<file path="src/source/core_pkg.sv">
`default_nettype none

package core_pkg;

  localparam int xlen = 32;
  localparam int reg_count = 32;
  localparam int inst_queue_depth = 4;

  localparam int reg_addr_w = $clog2(reg_count);
  localparam int queue_ptr_w = $clog2(inst_queue_depth);
  localparam int shamt_w = $clog2(xlen);

  // major opcodes, inst[6:0]
  localparam logic [6:0] op_lui    = 7'b0110111;
  localparam logic [6:0] op_auipc  = 7'b0010111;
  localparam logic [6:0] op_jal    = 7'b1101111;
  localparam logic [6:0] op_jalr   = 7'b1100111;
  localparam logic [6:0] op_branch = 7'b1100011;
  localparam logic [6:0] op_load   = 7'b0000011;
  localparam logic [6:0] op_store  = 7'b0100011;
  localparam logic [6:0] op_opimm  = 7'b0010011;
  localparam logic [6:0] op_op     = 7'b0110011;

  // branch conditions are funct3 as encoded
  localparam logic [2:0] cond_beq  = 3'b000;
  localparam logic [2:0] cond_bne  = 3'b001;
  localparam logic [2:0] cond_blt  = 3'b100;
  localparam logic [2:0] cond_bge  = 3'b101;
  localparam logic [2:0] cond_bltu = 3'b110;
  localparam logic [2:0] cond_bgeu = 3'b111;

  typedef enum logic [3:0] {
    alu_add, alu_sub, alu_sll, alu_slt, alu_sltu,
    alu_xor, alu_srl, alu_sra, alu_or, alu_and
  } alu_op_t;

  typedef enum logic [1:0] {mem_none, mem_load, mem_store} mem_kind_t;

  typedef enum logic [1:0] {size_byte, size_half, size_word} mem_size_t;

  typedef enum logic [1:0] {ctrl_none, ctrl_branch, ctrl_jal, ctrl_jalr} ctrl_kind_t;

endpackage

`default_nettype wire

</file>
<file path="src/source/alu.sv">
`timescale 1ns/10ps
`default_nettype none

module alu (
  input  wire logic [core_pkg::xlen-1:0] a,
  input  wire logic [core_pkg::xlen-1:0] b,
  input  wire core_pkg::alu_op_t op,
  output logic [core_pkg::xlen-1:0] result
);

  logic [core_pkg::shamt_w-1:0] shamt;

  assign shamt = b[core_pkg::shamt_w-1:0];

  always_comb begin
    case (op)
      core_pkg::alu_add:  result = a + b;
      core_pkg::alu_sub:  result = a - b;
      core_pkg::alu_sll:  result = a << shamt;
      core_pkg::alu_slt:  result = {{(core_pkg::xlen-1){1'b0}}, $signed(a) < $signed(b)};
      core_pkg::alu_sltu: result = {{(core_pkg::xlen-1){1'b0}}, a < b};
      core_pkg::alu_xor:  result = a ^ b;
      core_pkg::alu_srl:  result = a >> shamt;
      core_pkg::alu_sra:  result = $unsigned($signed(a) >>> shamt);
      core_pkg::alu_or:   result = a | b;
      core_pkg::alu_and:  result = a & b;
      default:            result = '0;
    endcase
  end

endmodule

`default_nettype wire

</file>
<file path="src/source/decode_unit.sv">
`timescale 1ns/10ps
`default_nettype none

module decode_unit (
  input  wire logic clock,
  input  wire logic reset,
  input  wire logic inst_valid,
  input  wire logic [core_pkg::xlen-1:0] inst_pc,
  input  wire logic [31:0] inst_word,
  output logic credit_return,
  output logic [core_pkg::reg_addr_w-1:0] rs1_addr,
  output logic [core_pkg::reg_addr_w-1:0] rs2_addr,
  input  wire logic [core_pkg::xlen-1:0] rs1_data,
  input  wire logic [core_pkg::xlen-1:0] rs2_data,
  input  wire logic [core_pkg::reg_addr_w-1:0] busy_rd,
  input  wire logic [core_pkg::reg_addr_w-1:0] pending_rd,
  output logic issue_valid,
  input  wire logic issue_ready,
  output logic [core_pkg::xlen-1:0] pc,
  output logic [core_pkg::xlen-1:0] op_a,
  output logic [core_pkg::xlen-1:0] op_b,
  output logic [core_pkg::xlen-1:0] store_data,
  output logic [core_pkg::xlen-1:0] imm,
  output core_pkg::alu_op_t alu_op,
  output logic alu_src_pc,
  output logic alu_src_imm,
  output core_pkg::mem_kind_t mem_kind,
  output core_pkg::mem_size_t mem_size,
  output logic mem_signed,
  output core_pkg::ctrl_kind_t ctrl_kind,
  output logic [2:0] branch_cond,
  output logic [core_pkg::reg_addr_w-1:0] rd,
  input  wire logic resolve_valid,
  input  wire logic resolve_taken,
  input  wire logic [core_pkg::xlen-1:0] resolve_target
);

  logic [core_pkg::xlen-1:0] q_pc [core_pkg::inst_queue_depth];
  logic [31:0] q_word [core_pkg::inst_queue_depth];
  logic [core_pkg::queue_ptr_w-1:0] wr_ptr, rd_ptr;
  logic [core_pkg::queue_ptr_w:0] count;
  logic [core_pkg::xlen-1:0] exp_pc;
  logic ctrl_pending; // control issued, not yet resolved
  logic [31:0] word;
  logic [2:0] funct3;
  logic head_valid, hazard, drop, issue_fire, pop;
  logic [core_pkg::xlen-1:0] imm_i, imm_s, imm_b, imm_u, imm_j;

  function automatic core_pkg::alu_op_t arith_op(input logic [2:0] f3, input logic alt);
    case (f3)
      3'b000: arith_op = alt ? core_pkg::alu_sub : core_pkg::alu_add;
      3'b001: arith_op = core_pkg::alu_sll;
      3'b010: arith_op = core_pkg::alu_slt;
      3'b011: arith_op = core_pkg::alu_sltu;
      3'b100: arith_op = core_pkg::alu_xor;
      3'b101: arith_op = alt ? core_pkg::alu_sra : core_pkg::alu_srl;
      3'b110: arith_op = core_pkg::alu_or;
      default: arith_op = core_pkg::alu_and;
    endcase
  endfunction

  assign word = q_word[rd_ptr];
  assign pc = q_pc[rd_ptr];
  assign funct3 = word[14:12];
  assign rs1_addr = word[19:15];
  assign rs2_addr = word[24:20];

  assign imm_i = {{(core_pkg::xlen-12){word[31]}}, word[31:20]};
  assign imm_s = {{(core_pkg::xlen-12){word[31]}}, word[31:25], word[11:7]};
  assign imm_b = {{(core_pkg::xlen-13){word[31]}}, word[31], word[7], word[30:25],
                  word[11:8], 1'b0};
  assign imm_u = {word[31:12], 12'b0};
  assign imm_j = {{(core_pkg::xlen-21){word[31]}}, word[31], word[19:12], word[20],
                  word[30:21], 1'b0};

  // operands in flight ahead of us block issue
  assign hazard = (rs1_addr != '0 && (rs1_addr == busy_rd || rs1_addr == pending_rd)) ||
                  (rs2_addr != '0 && (rs2_addr == busy_rd || rs2_addr == pending_rd));

  assign head_valid = count != '0;
  assign issue_valid = head_valid && !ctrl_pending && pc == exp_pc && !hazard;
  assign drop = head_valid && !ctrl_pending && pc != exp_pc; // off-path pair
  assign issue_fire = issue_valid && issue_ready;
  assign pop = drop || issue_fire;

  always_comb begin
    op_a = rs1_data;
    op_b = rs2_data;
    store_data = rs2_data;
    imm = imm_i;
    alu_op = core_pkg::alu_add;
    alu_src_pc = 1'b0;
    alu_src_imm = 1'b1;
    mem_kind = core_pkg::mem_none;
    mem_size = core_pkg::mem_size_t'(funct3[1:0]);
    mem_signed = ~funct3[2];
    ctrl_kind = core_pkg::ctrl_none;
    branch_cond = funct3;
    rd = word[11:7];
    case (word[6:0])
      core_pkg::op_lui: begin
        op_a = '0;
        imm = imm_u;
      end
      core_pkg::op_auipc: begin
        alu_src_pc = 1'b1;
        imm = imm_u;
      end
      core_pkg::op_jal: begin
        alu_src_pc = 1'b1;
        imm = imm_j;
        ctrl_kind = core_pkg::ctrl_jal;
      end
      core_pkg::op_jalr: ctrl_kind = core_pkg::ctrl_jalr;
      core_pkg::op_branch: begin
        alu_src_pc = 1'b1; // alu forms the target
        imm = imm_b;
        ctrl_kind = core_pkg::ctrl_branch;
        rd = '0;
      end
      core_pkg::op_load: mem_kind = core_pkg::mem_load;
      core_pkg::op_store: begin
        mem_kind = core_pkg::mem_store;
        imm = imm_s;
        rd = '0;
      end
      core_pkg::op_opimm: alu_op = arith_op(funct3, funct3 == 3'b101 && word[30]);
      core_pkg::op_op: begin
        alu_src_imm = 1'b0;
        alu_op = arith_op(funct3, word[30]);
      end
      default: rd = '0; // unknown opcode retires as a nop
    endcase
  end

  always_ff @(posedge clock) begin
    if (inst_valid) begin
      q_pc[wr_ptr] <= inst_pc;
      q_word[wr_ptr] <= inst_word;
    end
  end

  always_ff @(posedge clock) begin
    if (reset) begin
      wr_ptr <= '0;
      rd_ptr <= '0;
      count <= '0;
      exp_pc <= '0;
      ctrl_pending <= 1'b0;
      credit_return <= 1'b0;
    end else begin
      credit_return <= pop;
      if (inst_valid) wr_ptr <= wr_ptr + 1'b1;
      if (pop) rd_ptr <= rd_ptr + 1'b1;
      count <= count + (inst_valid ? 1'b1 : 1'b0) - (pop ? 1'b1 : 1'b0);
      if (issue_fire) begin
        exp_pc <= pc + 'd4;
        ctrl_pending <= ctrl_kind != core_pkg::ctrl_none;
      end else if (resolve_valid) begin
        ctrl_pending <= 1'b0;
        if (resolve_taken) exp_pc <= resolve_target;
      end
    end
  end

  // credits held by the source must keep the queue from overflowing
  a_no_overflow: assert property (@(posedge clock) disable iff (reset)
    inst_valid |-> count != core_pkg::inst_queue_depth);

  // a resolve pulse answers the control instruction still unresolved here
  a_resolve_pending: assert property (@(posedge clock) disable iff (reset)
    resolve_valid |-> ctrl_pending);

endmodule

`default_nettype wire

</file>
<file path="src/source/execute_unit.sv">
`timescale 1ns/10ps
`default_nettype none

module execute_unit (
  input  wire logic clock,
  input  wire logic reset,
  input  wire logic issue_valid,
  output logic issue_ready,
  input  wire logic [core_pkg::xlen-1:0] pc,
  input  wire logic [core_pkg::xlen-1:0] op_a,
  input  wire logic [core_pkg::xlen-1:0] op_b,
  input  wire logic [core_pkg::xlen-1:0] store_data,
  input  wire logic [core_pkg::xlen-1:0] imm,
  input  wire core_pkg::alu_op_t alu_op,
  input  wire logic alu_src_pc,
  input  wire logic alu_src_imm,
  input  wire core_pkg::mem_kind_t mem_kind,
  input  wire core_pkg::mem_size_t mem_size,
  input  wire logic mem_signed,
  input  wire core_pkg::ctrl_kind_t ctrl_kind,
  input  wire logic [2:0] branch_cond,
  input  wire logic [core_pkg::reg_addr_w-1:0] rd,
  output logic [core_pkg::reg_addr_w-1:0] busy_rd,
  output logic resolve_valid,
  output logic resolve_taken,
  output logic [core_pkg::xlen-1:0] resolve_target,
  output logic done_valid,
  input  wire logic done_ready,
  output logic [core_pkg::xlen-1:0] done_pc,
  output logic [core_pkg::reg_addr_w-1:0] done_rd,
  output logic [core_pkg::xlen-1:0] done_data,
  output logic mem_req,
  input  wire logic mem_gnt,
  output logic mem_write,
  output logic [core_pkg::xlen-1:0] mem_addr,
  output logic [core_pkg::xlen-1:0] mem_wdata,
  output logic [core_pkg::xlen/8-1:0] mem_wstrb,
  input  wire logic mem_resp_valid,
  input  wire logic [core_pkg::xlen-1:0] mem_rdata
);

  typedef enum logic [1:0] {st_idle, st_request, st_response, st_hold} state_t;

  state_t state;
  logic [core_pkg::xlen-1:0] cur_pc, cur_a, cur_b, cur_sdata, cur_imm, load_val;
  core_pkg::alu_op_t cur_alu_op, cmp_op;
  logic cur_src_pc, cur_src_imm, cur_signed;
  core_pkg::mem_kind_t cur_mem_kind;
  core_pkg::mem_size_t cur_size;
  core_pkg::ctrl_kind_t cur_ctrl;
  logic [2:0] cur_cond;
  logic [core_pkg::reg_addr_w-1:0] cur_rd;
  logic [core_pkg::xlen-1:0] alu_res, cmp_res, load_raw, load_ext;
  logic [1:0] byte_off;
  logic [core_pkg::xlen/8-1:0] strb_base;
  logic accept, cmp_zero;

  assign accept = issue_valid && issue_ready;
  assign issue_ready = state == st_idle || (state == st_hold && done_ready);

  always_ff @(posedge clock) begin
    if (reset) begin
      state <= st_idle;
    end else begin
      case (state)
        st_request: if (mem_gnt) state <= st_response;
        st_response: if (mem_resp_valid) state <= st_hold;
        st_hold: if (done_ready) state <= st_idle;
        default: ;
      endcase
      if (accept) state <= (mem_kind == core_pkg::mem_none) ? st_hold : st_request;
    end
  end

  always_ff @(posedge clock) begin
    if (accept) begin
      cur_pc <= pc;
      cur_a <= op_a;
      cur_b <= op_b;
      cur_sdata <= store_data;
      cur_imm <= imm;
      cur_alu_op <= alu_op;
      cur_src_pc <= alu_src_pc;
      cur_src_imm <= alu_src_imm;
      cur_mem_kind <= mem_kind;
      cur_size <= mem_size;
      cur_signed <= mem_signed;
      cur_ctrl <= ctrl_kind;
      cur_cond <= branch_cond;
      cur_rd <= rd;
    end
    if (state == st_response && mem_resp_valid) load_val <= load_ext;
  end

  // result, address or jump target
  alu u_alu (
    .a(cur_src_pc ? cur_pc : cur_a),
    .b(cur_src_imm ? cur_imm : cur_b),
    .op(cur_alu_op),
    .result(alu_res)
  );

  always_comb begin
    case (cur_cond)
      core_pkg::cond_blt, core_pkg::cond_bge: cmp_op = core_pkg::alu_slt;
      core_pkg::cond_bltu, core_pkg::cond_bgeu: cmp_op = core_pkg::alu_sltu;
      default: cmp_op = core_pkg::alu_sub; // beq, bne
    endcase
  end

  alu u_cmp (.a(cur_a), .b(cur_b), .op(cmp_op), .result(cmp_res));

  assign cmp_zero = cmp_res == '0;

  always_comb begin
    case (cur_cond)
      core_pkg::cond_beq: resolve_taken = cmp_zero;
      core_pkg::cond_bne: resolve_taken = !cmp_zero;
      core_pkg::cond_blt, core_pkg::cond_bltu: resolve_taken = cmp_res[0];
      core_pkg::cond_bge, core_pkg::cond_bgeu: resolve_taken = !cmp_res[0];
      default: resolve_taken = 1'b0;
    endcase
    if (cur_ctrl == core_pkg::ctrl_jal || cur_ctrl == core_pkg::ctrl_jalr) resolve_taken = 1'b1;
  end

  assign resolve_target = (cur_ctrl == core_pkg::ctrl_jalr) ? {alu_res[core_pkg::xlen-1:1], 1'b0}
                                                            : alu_res;
  assign resolve_valid = done_valid && done_ready && cur_ctrl != core_pkg::ctrl_none;

  // byte lanes on a word-aligned bus
  assign byte_off = alu_res[1:0];
  assign mem_req = state == st_request;
  assign mem_write = cur_mem_kind == core_pkg::mem_store;
  assign mem_addr = {alu_res[core_pkg::xlen-1:2], 2'b00};
  assign mem_wdata = cur_sdata << {byte_off, 3'b000};

  always_comb begin
    case (cur_size)
      core_pkg::size_byte: strb_base = 4'b0001;
      core_pkg::size_half: strb_base = 4'b0011;
      default: strb_base = 4'b1111;
    endcase
  end

  assign mem_wstrb = mem_write ? strb_base << byte_off : '0;

  assign load_raw = mem_rdata >> {byte_off, 3'b000};

  always_comb begin
    case (cur_size)
      core_pkg::size_byte: load_ext = {{24{load_raw[7] & cur_signed}}, load_raw[7:0]};
      core_pkg::size_half: load_ext = {{16{load_raw[15] & cur_signed}}, load_raw[15:0]};
      default: load_ext = load_raw;
    endcase
  end

  assign done_valid = state == st_hold;
  assign done_pc = cur_pc;
  assign done_rd = cur_rd;
  assign busy_rd = (state == st_idle) ? '0 : cur_rd;

  always_comb begin
    if (cur_ctrl == core_pkg::ctrl_jal || cur_ctrl == core_pkg::ctrl_jalr)
      done_data = cur_pc + 'd4; // link
    else if (cur_mem_kind == core_pkg::mem_load)
      done_data = load_val;
    else
      done_data = alu_res;
  end

  a_req_stable: assert property (@(posedge clock) disable iff (reset)
    mem_req && !mem_gnt |=> mem_req && $stable({mem_write, mem_addr, mem_wdata, mem_wstrb}));

  // memory answers only a granted request
  a_resp_expected: assert property (@(posedge clock) disable iff (reset)
    mem_resp_valid |-> state == st_response);

endmodule

`default_nettype wire

</file>
<file path="src/source/result_unit.sv">
`timescale 1ns/10ps
`default_nettype none

module result_unit (
  input  wire logic clock,
  input  wire logic reset,
  input  wire logic done_valid,
  output logic done_ready,
  input  wire logic [core_pkg::xlen-1:0] done_pc,
  input  wire logic [core_pkg::reg_addr_w-1:0] done_rd,
  input  wire logic [core_pkg::xlen-1:0] done_data,
  output logic [core_pkg::reg_addr_w-1:0] pending_rd,
  output logic retire_valid,
  input  wire logic retire_ready,
  output logic [core_pkg::xlen-1:0] retire_pc,
  output logic [core_pkg::reg_addr_w-1:0] retire_rd,
  output logic [core_pkg::xlen-1:0] retire_data,
  input  wire logic [core_pkg::reg_addr_w-1:0] rs1_addr,
  input  wire logic [core_pkg::reg_addr_w-1:0] rs2_addr,
  output logic [core_pkg::xlen-1:0] rs1_data,
  output logic [core_pkg::xlen-1:0] rs2_data
);

  logic [core_pkg::xlen-1:0] regs [core_pkg::reg_count];
  logic wr_en;

  assign done_ready = !retire_valid || retire_ready;
  assign pending_rd = retire_valid ? retire_rd : '0;

  always_ff @(posedge clock) begin
    if (reset) begin
      retire_valid <= 1'b0;
    end else if (done_valid && done_ready) begin
      retire_valid <= 1'b1;
    end else if (retire_ready) begin
      retire_valid <= 1'b0;
    end
  end

  always_ff @(posedge clock) begin
    if (done_valid && done_ready) begin
      retire_pc <= done_pc;
      retire_rd <= done_rd;
      retire_data <= done_data;
    end
  end

  // architectural write happens at retire
  assign wr_en = retire_valid && retire_ready && retire_rd != '0;

  always_ff @(posedge clock) begin
    if (wr_en) regs[retire_rd] <= retire_data;
  end

  always_comb begin
    if (rs1_addr == '0) rs1_data = '0;
    else if (wr_en && rs1_addr == retire_rd) rs1_data = retire_data; // write-through
    else rs1_data = regs[rs1_addr];
    if (rs2_addr == '0) rs2_data = '0;
    else if (wr_en && rs2_addr == retire_rd) rs2_data = retire_data;
    else rs2_data = regs[rs2_addr];
  end

endmodule

`default_nettype wire

</file>
<file path="src/source/exec_core.sv">
`timescale 1ns/10ps
`default_nettype none

module exec_core (
  input  wire logic clock,
  input  wire logic reset,
  input  wire logic inst_valid,
  input  wire logic [core_pkg::xlen-1:0] inst_pc,
  input  wire logic [31:0] inst_word,
  output logic credit_return,
  output logic mem_req,
  input  wire logic mem_gnt,
  output logic mem_write,
  output logic [core_pkg::xlen-1:0] mem_addr,
  output logic [core_pkg::xlen-1:0] mem_wdata,
  output logic [core_pkg::xlen/8-1:0] mem_wstrb,
  input  wire logic mem_resp_valid,
  input  wire logic [core_pkg::xlen-1:0] mem_rdata,
  output logic retire_valid,
  input  wire logic retire_ready,
  output logic [core_pkg::xlen-1:0] retire_pc,
  output logic [core_pkg::reg_addr_w-1:0] retire_rd,
  output logic [core_pkg::xlen-1:0] retire_data
);

  logic [core_pkg::reg_addr_w-1:0] rs1_addr, rs2_addr, busy_rd, pending_rd, rd, done_rd;
  logic [core_pkg::xlen-1:0] rs1_data, rs2_data, pc, op_a, op_b, store_data, imm;
  logic [core_pkg::xlen-1:0] resolve_target, done_pc, done_data;
  logic issue_valid, issue_ready, alu_src_pc, alu_src_imm, mem_signed;
  logic resolve_valid, resolve_taken, done_valid, done_ready;
  logic [2:0] branch_cond;
  core_pkg::alu_op_t alu_op;
  core_pkg::mem_kind_t mem_kind;
  core_pkg::mem_size_t mem_size;
  core_pkg::ctrl_kind_t ctrl_kind;

  decode_unit u_decode (.*);

  execute_unit u_execute (.*);

  result_unit u_result (.*);

endmodule

`default_nettype wire

</file>
<file path="config.mk">
export PLATFORM = sky130hd
export DESIGN_NAME = exec_core
export DESIGN_NICKNAME = d
export VERILOG_FILES = /design/src/source/core_pkg.sv /design/src/source/alu.sv /design/src/source/decode_unit.sv /design/src/source/execute_unit.sv /design/src/source/result_unit.sv /design/src/source/exec_core.sv
export SDC_FILE = /design/constraint.sdc
export NUM_CORES = 2
export LEC_CHECK = 0
export ABC_AREA = 1
export BUFFER_PORTS_ARGS = -buffer_cell sky130_fd_sc_hd__buf_2
export CELL_PAD_IN_SITES_DETAIL_PLACEMENT = 1
export CELL_PAD_IN_SITES_GLOBAL_PLACEMENT = 1
export CORE_MARGIN = 2
export CORE_UTILIZATION = 30
export DETAILED_ROUTE_END_ITERATION = 8
export GPL_TIMING_DRIVEN = 0
export PLACE_DENSITY_LB_ADDON = 0.25
export SETUP_SLACK_MARGIN = 0.3
export SLEW_MARGIN = 20
export SYNTH_ARGS = -nofsm -noshare
export SYNTH_HDL_FRONTEND = slang
export SYNTH_HIERARCHICAL = 1
export SYNTH_SLANG_ARGS = --single-unit
</file>
<file path="constraint.sdc">
create_clock -name clock -period 8.2 [get_ports clock]
set_clock_uncertainty 0.2 [all_clocks]
set_input_delay 1.64 -clock clock [delete_from_list [all_inputs] [get_ports clock]]
set_output_delay 1.64 -clock clock [all_outputs]
set_load 0.02 [all_outputs]
</file>
======== After elaboration in Yosys (flattened, before gate mapping) ========
Memories as Yosys holds them, arrays and structs flattened. A register that Yosys moved wholly into a read port is not among the register bits.
Cells that the tools add are included.
cells by class
  shift-type cells ........................ 9
  reductions and logical operators ........ 55
  order comparisons ....................... 4
  bitwise gates (word level) .............. 9
  eq/ne operators ......................... 55
  add/subtract/negate cells ............... 10
  muxes and demuxes ....................... 50
operators with widths
  cell                                            number
  one-hot mux 32 bit (10 select lines)            2
  2-to-1 mux 32 bit                               7
  < comparator 32 bit                             4
  one-hot mux 31 bit (4 select lines)             1
  left shift 32 x 5 -> 32 bit                     3
  right shift 32 x 5 -> 32 bit                    3
  adder 32 x 3 -> 32 bit (second input constant)  2
  adder 32 bit                                    2
  AND 32 bit                                      2
  bitwise OR 32 bit                               2
  one-hot mux 32 bit (2 select lines)             1
  >>> shifter 32 x 5 -> 32 bit                    2
  subtractor 32 bit                               2
  XOR 32 bit                                      2
  one-hot mux 4 bit (7 select lines)              2
  == test 32 bit                                  1
  == test 4 x 3 -> 1 bit (second input constant)  8
  logical NOT 32 bit                              1
  inequality test 32 bit                          1
  == test 3 bit (second input constant)           7
  == test 7 x 6 -> 1 bit (second input constant)  3
  == test 7 bit (second input constant)           3
  == test 5 bit                                   4
  2-to-1 mux 1 bit                                18
  41 further kinds                                109
storage, ports and cells
  word-level logic and storage cells ...... 218
  RAM bits ................................ 1280
  memories kept ........................... 3
  bits of input ports ..................... 102
  register bits after elaboration ......... 230
  output and inout port bits .............. 141
memories
  name             depth  bits a word  rd ports  clocked after memory_dff  wr ports  RTL line           RTL
  u_result.regs    32     32           2         2                         1         result_unit.sv:24  logic [core_pkg::xlen-1:0] regs [core_pkg::reg_count];
  u_decode.q_pc    4      32           1         1                         1         decode_unit.sv:38  logic [core_pkg::xlen-1:0] q_pc [core_pkg::inst_queue_depth];
  u_decode.q_word  4      32           1         1                         1         decode_unit.sv:39  logic [31:0] q_word [core_pkg::inst_queue_depth];

======== Depth between registers and ports, before layout ========
  depth after elaboration ................. 12
  gate-level depth with buffers ........... 32
  depth with buffers taken out ............ 29

======== Hierarchy ========
Netlist, hierarchy kept.
by module, submodules not included
  module                  sequential area each (µm²)  cells an instance  area an instance (µm²)  times used
  result_unit             32841.5                     6205               55892.4                 1
  decode_unit             8548.2                      1664               15016.9                 1
  execute_unit            6436.2                      973                10636.5                 1
  alu at u_execute.u_alu  0.0                         2087               10203.5                 1
  alu at u_execute.u_cmp  0.0                         2076               10088.4                 1

======== Worst setup path before layout ========
No wires, ideal clock.
  path kind ............................... input-to-reg
  start ................................... input retire_ready
  end ..................................... register u_execute/cur_a[0] (netlist name), read port of u_result.regs (enable)
  cell stages on the path ................. 6
  library setup time ...................... 0.535 ns
  buffers on the path ..................... 0
  data arrival time ....................... 5.540 ns
  data required time ...................... 7.465 ns
  slack ................................... 1.925 ns
  cell sequence ........................... inv_1 nand2_1 nand3_1 nand2_1 nand2_1 inv_1
on the way
  longest elaborated chain between the ends .. 4
ends and longest elaborated chain
  element               RTL line            RTL
  from (decl)           exec_core.sv:20     input wire logic retire_ready,
  logical OR 1 bit      result_unit.sv:27   assign done_ready = !retire_valid || retire_ready;
  via done_ready        exec_core.sv:30     logic resolve_valid, resolve_taken, done_valid, done_ready;
  logical AND 1 bit     execute_unit.sv:59  assign issue_ready = state == st_idle || (state == st_hold && done_ready);
  logical OR 1 bit      execute_unit.sv:59
  via issue_ready       exec_core.sv:29     logic issue_valid, issue_ready, alu_src_pc, alu_src_imm, mem_signed;
  logical AND 1 bit     execute_unit.sv:58  assign accept = issue_valid && issue_ready;
  via u_execute.accept  execute_unit.sv:56  logic accept, cmp_zero;
  to (decl)             execute_unit.sv:45  logic [core_pkg::xlen-1:0] cur_pc, cur_a, cur_b, cur_sdata, cur_imm, load_val;
The timed path passes the listed nets, and every way through them passes these cells.
A chain may end at the register's enable or synchronous reset.

======== Worst setup path after layout ========
  start ................................... register u_execute/cur_a[21] (netlist name), read port of u_result.regs
  end ..................................... output mem_wdata[19] (netlist name)
on the way
  longest elaborated chain between the ends .. 4
  elaborated cells between the ends (all ways) .. 8
  those cells by class .................... 2 x order compare; 4 x shift; 2 x mux
ends and longest elaborated chain
  element                                      RTL line             RTL
  2-to-1 mux 32 bit *                          execute_unit.sv:97   .a(cur_src_pc ? cur_pc : cur_a),
  < comparator 32 bit (tied with other cells)  alu.sv:21            core_pkg::alu_sltu: result = {{(core_pkg::xlen-1){1'b0}}, a < b};
  one-hot mux 32 bit (10 select lines) *       alu.sv:16            case (op)
  via u_execute.alu_res, one bit               execute_unit.sv:53   logic [core_pkg::xlen-1:0] alu_res, cmp_res, load_raw, load_ext;
  left shift 32 x 5 -> 32 bit *                execute_unit.sv:135  assign mem_wdata = cur_sdata << {byte_off, 3'b000};
  to (decl)                                    exec_core.sv:15      output logic [core_pkg::xlen-1:0] mem_wdata,
The timed path passes the listed nets; every way through them passes the cells marked *.

==> key figures <==
Outcome
  • Status: complete, no violations

Logic synthesis
  • Ranking of synthesized cells by area: edfxtp_1 (46%), nand2_1 (14%), nand3_1 (9.0%)
  • Post-synth EDFFs: 1,562
  • Post-synth ARST share: 0
  • Main flop type after synthesis: edfxtp_1
  • Mean post-synth cell area: 7.83 sq um
  • Cell variety after synth: 75
  • Syn Inst Count: 13.0k
  • Top-count cell post-synth: nand2_1
  • Mapped cell area: 0.102 sq mm
  • Dominant cell type by area after synthesis: edfxtp_1
  • Synth warn: 6
  • Post-synth top cells: nand2_1 (3,768), nand3_1 (1,832), edfxtp_1 (1,562), inv_1 (1,406), nor2_1 (1,033)
  • Synth Register Bits: 1,608
  • Seq/Total Area, Yosys: 0.470
  • Post-synth top area share: 0.461

Worst setup path
  • Worst Setup End Kind: output pin
  • Crit-path max FO: 10
  • Startpoint types: flip-flop
  • Delay of the slowest critical-path stage: 0.86 ns
  • Crit path DAT: 6.06 ns
  • Worst path cell trace: nor2_1 -> a21oi_4 -> inv_1 -> ha_1 -> buf_2 -> inv_1 -> nand2_1 -> nand2_1 -> a21oi_2 -> o21ai_0 -> a21oi_2 -> nand2_1 -> nand2_1 -> nand3_1 -> nand2_4 -> buf_6 -> buf_6 -> buf_6 -> a21oi_1 -> a22oi_2 -> buf_4
  • Required time of the critical path: 6.36 ns
  • Critical path class: flip-flop to output pin
  • CP most frequent cell: nand2_1
  • CP max-delay cell: edfxtp_1

Layout
  • Fill cell count: 40.7k
  • Fin area: 0.118 sq mm
  • Final nets: 13.9k
  • Final core utilization: 0.351
  • Area grow syn2layout: 16.3%
  • Share of layout cells above drive strength 1: 0.123

Floorplan
  • IO Count: 243
  • Row count: 213
  • Die X-Extent: 587 um
  • Core area: 0.337 sq mm
  • DIE AREA: 0.344 sq mm
  • Initial core utilization: 0.302
  • Die height: 587 um

Flow run
  • Max-Cap Viols: 0

Global routing
  • Gr ovfl total: 0
  • Largest net degree at the start of global routing: 103
  • Total Routing Usage GR: 0.366
  • Vias in the first global route: 101k
  • Initial antenna violation count: 82
  • Global-route wire length before repair: 869,000 um

Route
  • DRC Markers: 0
  • 1st-pass router iterations: 8
  • Final wirelength: 655,000 um
  • DRT antenna net count: 0
  • Vias: 107k
  • DR iter-0 viols: 15.5k
  • Vias per inst: 5.83
  • Drt wl/cell: 35.8 um

Power
  • P_leak: 50.3 nW
  • Worst VDD drop: 369 uV
  • Pwr Density: 398 mW/mm^2
  • Total power: 47.2 mW

Clocking
  • Num CTS Buffers: 182
  • Clock latency on the worst-skew pair: 0.91 ns
  • CTS tree: done
  • CTS sink count: 1,608
  • Clk buf depth: 4
  • # H-tree levels: 4
  • Clock Pin Slew Worst Setup and Hold Paths: 0.07 ns
  • Clk root buf: clkbuf_16
  • Hold buffer count at CTS: 0

STA
  • Final setup viols: 0
  • RSZ-0062 raised after global routing: yes
  • Worst-Margin Slew: 1.39 ns
  • Final Hold Fails: 0
  • Period utilization: 0.963
  • F_max: 127 MHz
  • Max-slew violations: 0
  • Rel. slew slack: 0.0718
  • Fin crit period: 7.90 ns

Min path
  • HP Class: flip-flop to flip-flop

Placement
  • Placer Congestion: 1.03
  • Placement Cell Area: 0.112 sq mm
  • PortBufs: 240
  • DP HPWL: 506,000 um
[per-stage QoR]
| stage | setup slack, ns | setup TNS (ns) | std cells | hold WS (ns) |
|---|---|---|---|---|
| 2_1_floorplan | 1.93 | 0 | 13040 | 0.226 |
| 6_report | 0.302 | 0 | 18318 | 0.217 |
| 3_3_place_gp | -0.689 | -122.51 | 17795 | 0.237 |
| 4_1_cts | 0.221 | 0 | 18276 | 0.235 |
| 5_1_grt | 0.245 | 0 | 18283 | 0.249 |
| 3_5_place_dp | -0.539 | -3.04 | 17950 | 0.244 |
[cell usage in the layout, fill, tap and decap left out, drive strengths merged, types with 80 or more instances in the layout]
| master | n |
|---|---|
| nand2 | 3803 |
| nand3 | 1853 |
| edfxtp | 1562 |
| inv | 1457 |
| nor2 | 1071 |
| buf | 1020 |
| o21ai | 728 |
| a21oi | 538 |
| clkbuf | 431 |
| o211ai | 338 |
| ha | 206 |
| nand4 | 82 |
| clkinv | 80 |
[cells by family (layout without fill, tap and decap cells)]
family | count (synthesis) | in the layout | synth area share
xor+xnor | 46 | 46 | 0.00403
simple gates | 6998 | 6998 | 0.292
buf+inv | 2291 | 3016 | 0.0989
compound gates | 1780 | 1780 | 0.102
mux | 69 | 69 | 0.00747
other cells | 2 | 75 | 0.0000737
flops | 1608 | 1608 | 0.470
fa+ha+maj | 211 | 211 | 0.0263
[flip-flops by register name, indices dropped and copies added, names as in the netlist, 3 cells and up, named ones only]
name and cells:
u_result/retire_rd 5, u_result/regs 1024, u_execute/done_rd 5, u_decode/q_word 128, u_decode/count 3, u_execute/cur_a 32, u_decode/q_pc 128, u_execute/load_val 32
u_execute/cur_b 32, u_result/retire_data 32, u_result/retire_pc 32, u_execute/cur_alu_op 4, u_execute/cur_sdata 32, u_decode/exp_pc 32, u_execute/cur_cond 3, u_execute/cur_imm 32
u_execute/done_pc 32
[final timing paths]
check	startpoint	to	slack, ns	depth (start not counted)
worst max-delay path	u_execute/cur_a[21]$_DFFE_PP_	mem_wdata[19]	0.30	21
worst min-delay path	u_execute/done_rd[2]$_DFFE_PP_	u_result/retire_rd[2]$_DFFE_PP_	0.22	0
worst min register to register	u_execute/done_rd[2]$_DFFE_PP_	u_result/retire_rd[2]$_DFFE_PP_	0.22	0
worst max register to register	u_execute/cur_b[4]$_DFFE_PP_	u_decode/exp_pc[28]$_SDFFE_PP0P_	0.89	28
[routing by layer]
metal,vias to the layer above,global-route usage,routed length (um)
met2,7134,0.532,270000
met4,48,0.242,51500
li1,44532,-,-
met3,1998,0.106,78400
met5,-,0,313
met1,53077,0.471,255000
[what timing repair did]
item	CTS	global route
cloned	0	0
buffers inserted	1	3
pin swaps	3	2
hold endpoints to repair	0	0
resized for setup	53	34
setup endpoints to repair	56	35
[report_power, final]
group | switching, mW | internal (mW) | leakage [nW] | total [mW]
Sequential | 0.0239 | 9.35 | 14.5 | 9.38
Clock | 3.67 | 4.59 | 2.77 | 8.26
Combinational | 23.7 | 5.86 | 33.1 | 29.6
[worst max-delay path, delay by kind of cell (launching register included)]
| kind | cells | cell delay, ns |
|---|---|---|
| flip-flops | 1 | 0.86 |
| AND/OR/NAND/NOR | 7 | 0.86 |
| buffers and inverters | 7 | 1.42 |
| AO/OA/AOI/OAI | 6 | 1.69 |
| adder cells (fa/ha/maj) | 1 | 0.29 |
[layout make-up]
cell class | instances | area (sq um) | share of cell area
Multi-Input combinational cell | 9141 | 44500 | 0.376
Sequential cell | 1608 | 47800 | 0.404
Inverter | 1457 | 5520 | 0.0466
Clock inverter | 108 | 920 | 0.00776
Timing Repair Buffer | 400 | 4400 | 0.0371
Buffer | 834 | 4750 | 0.0401
Antenna cell | 38 | 95.1 | 0.000803
Clock buffer | 217 | 4770 | 0.0403
Tap cell | 4515 | 5650 | 0.0477
(Power assumes the default switching activity.)
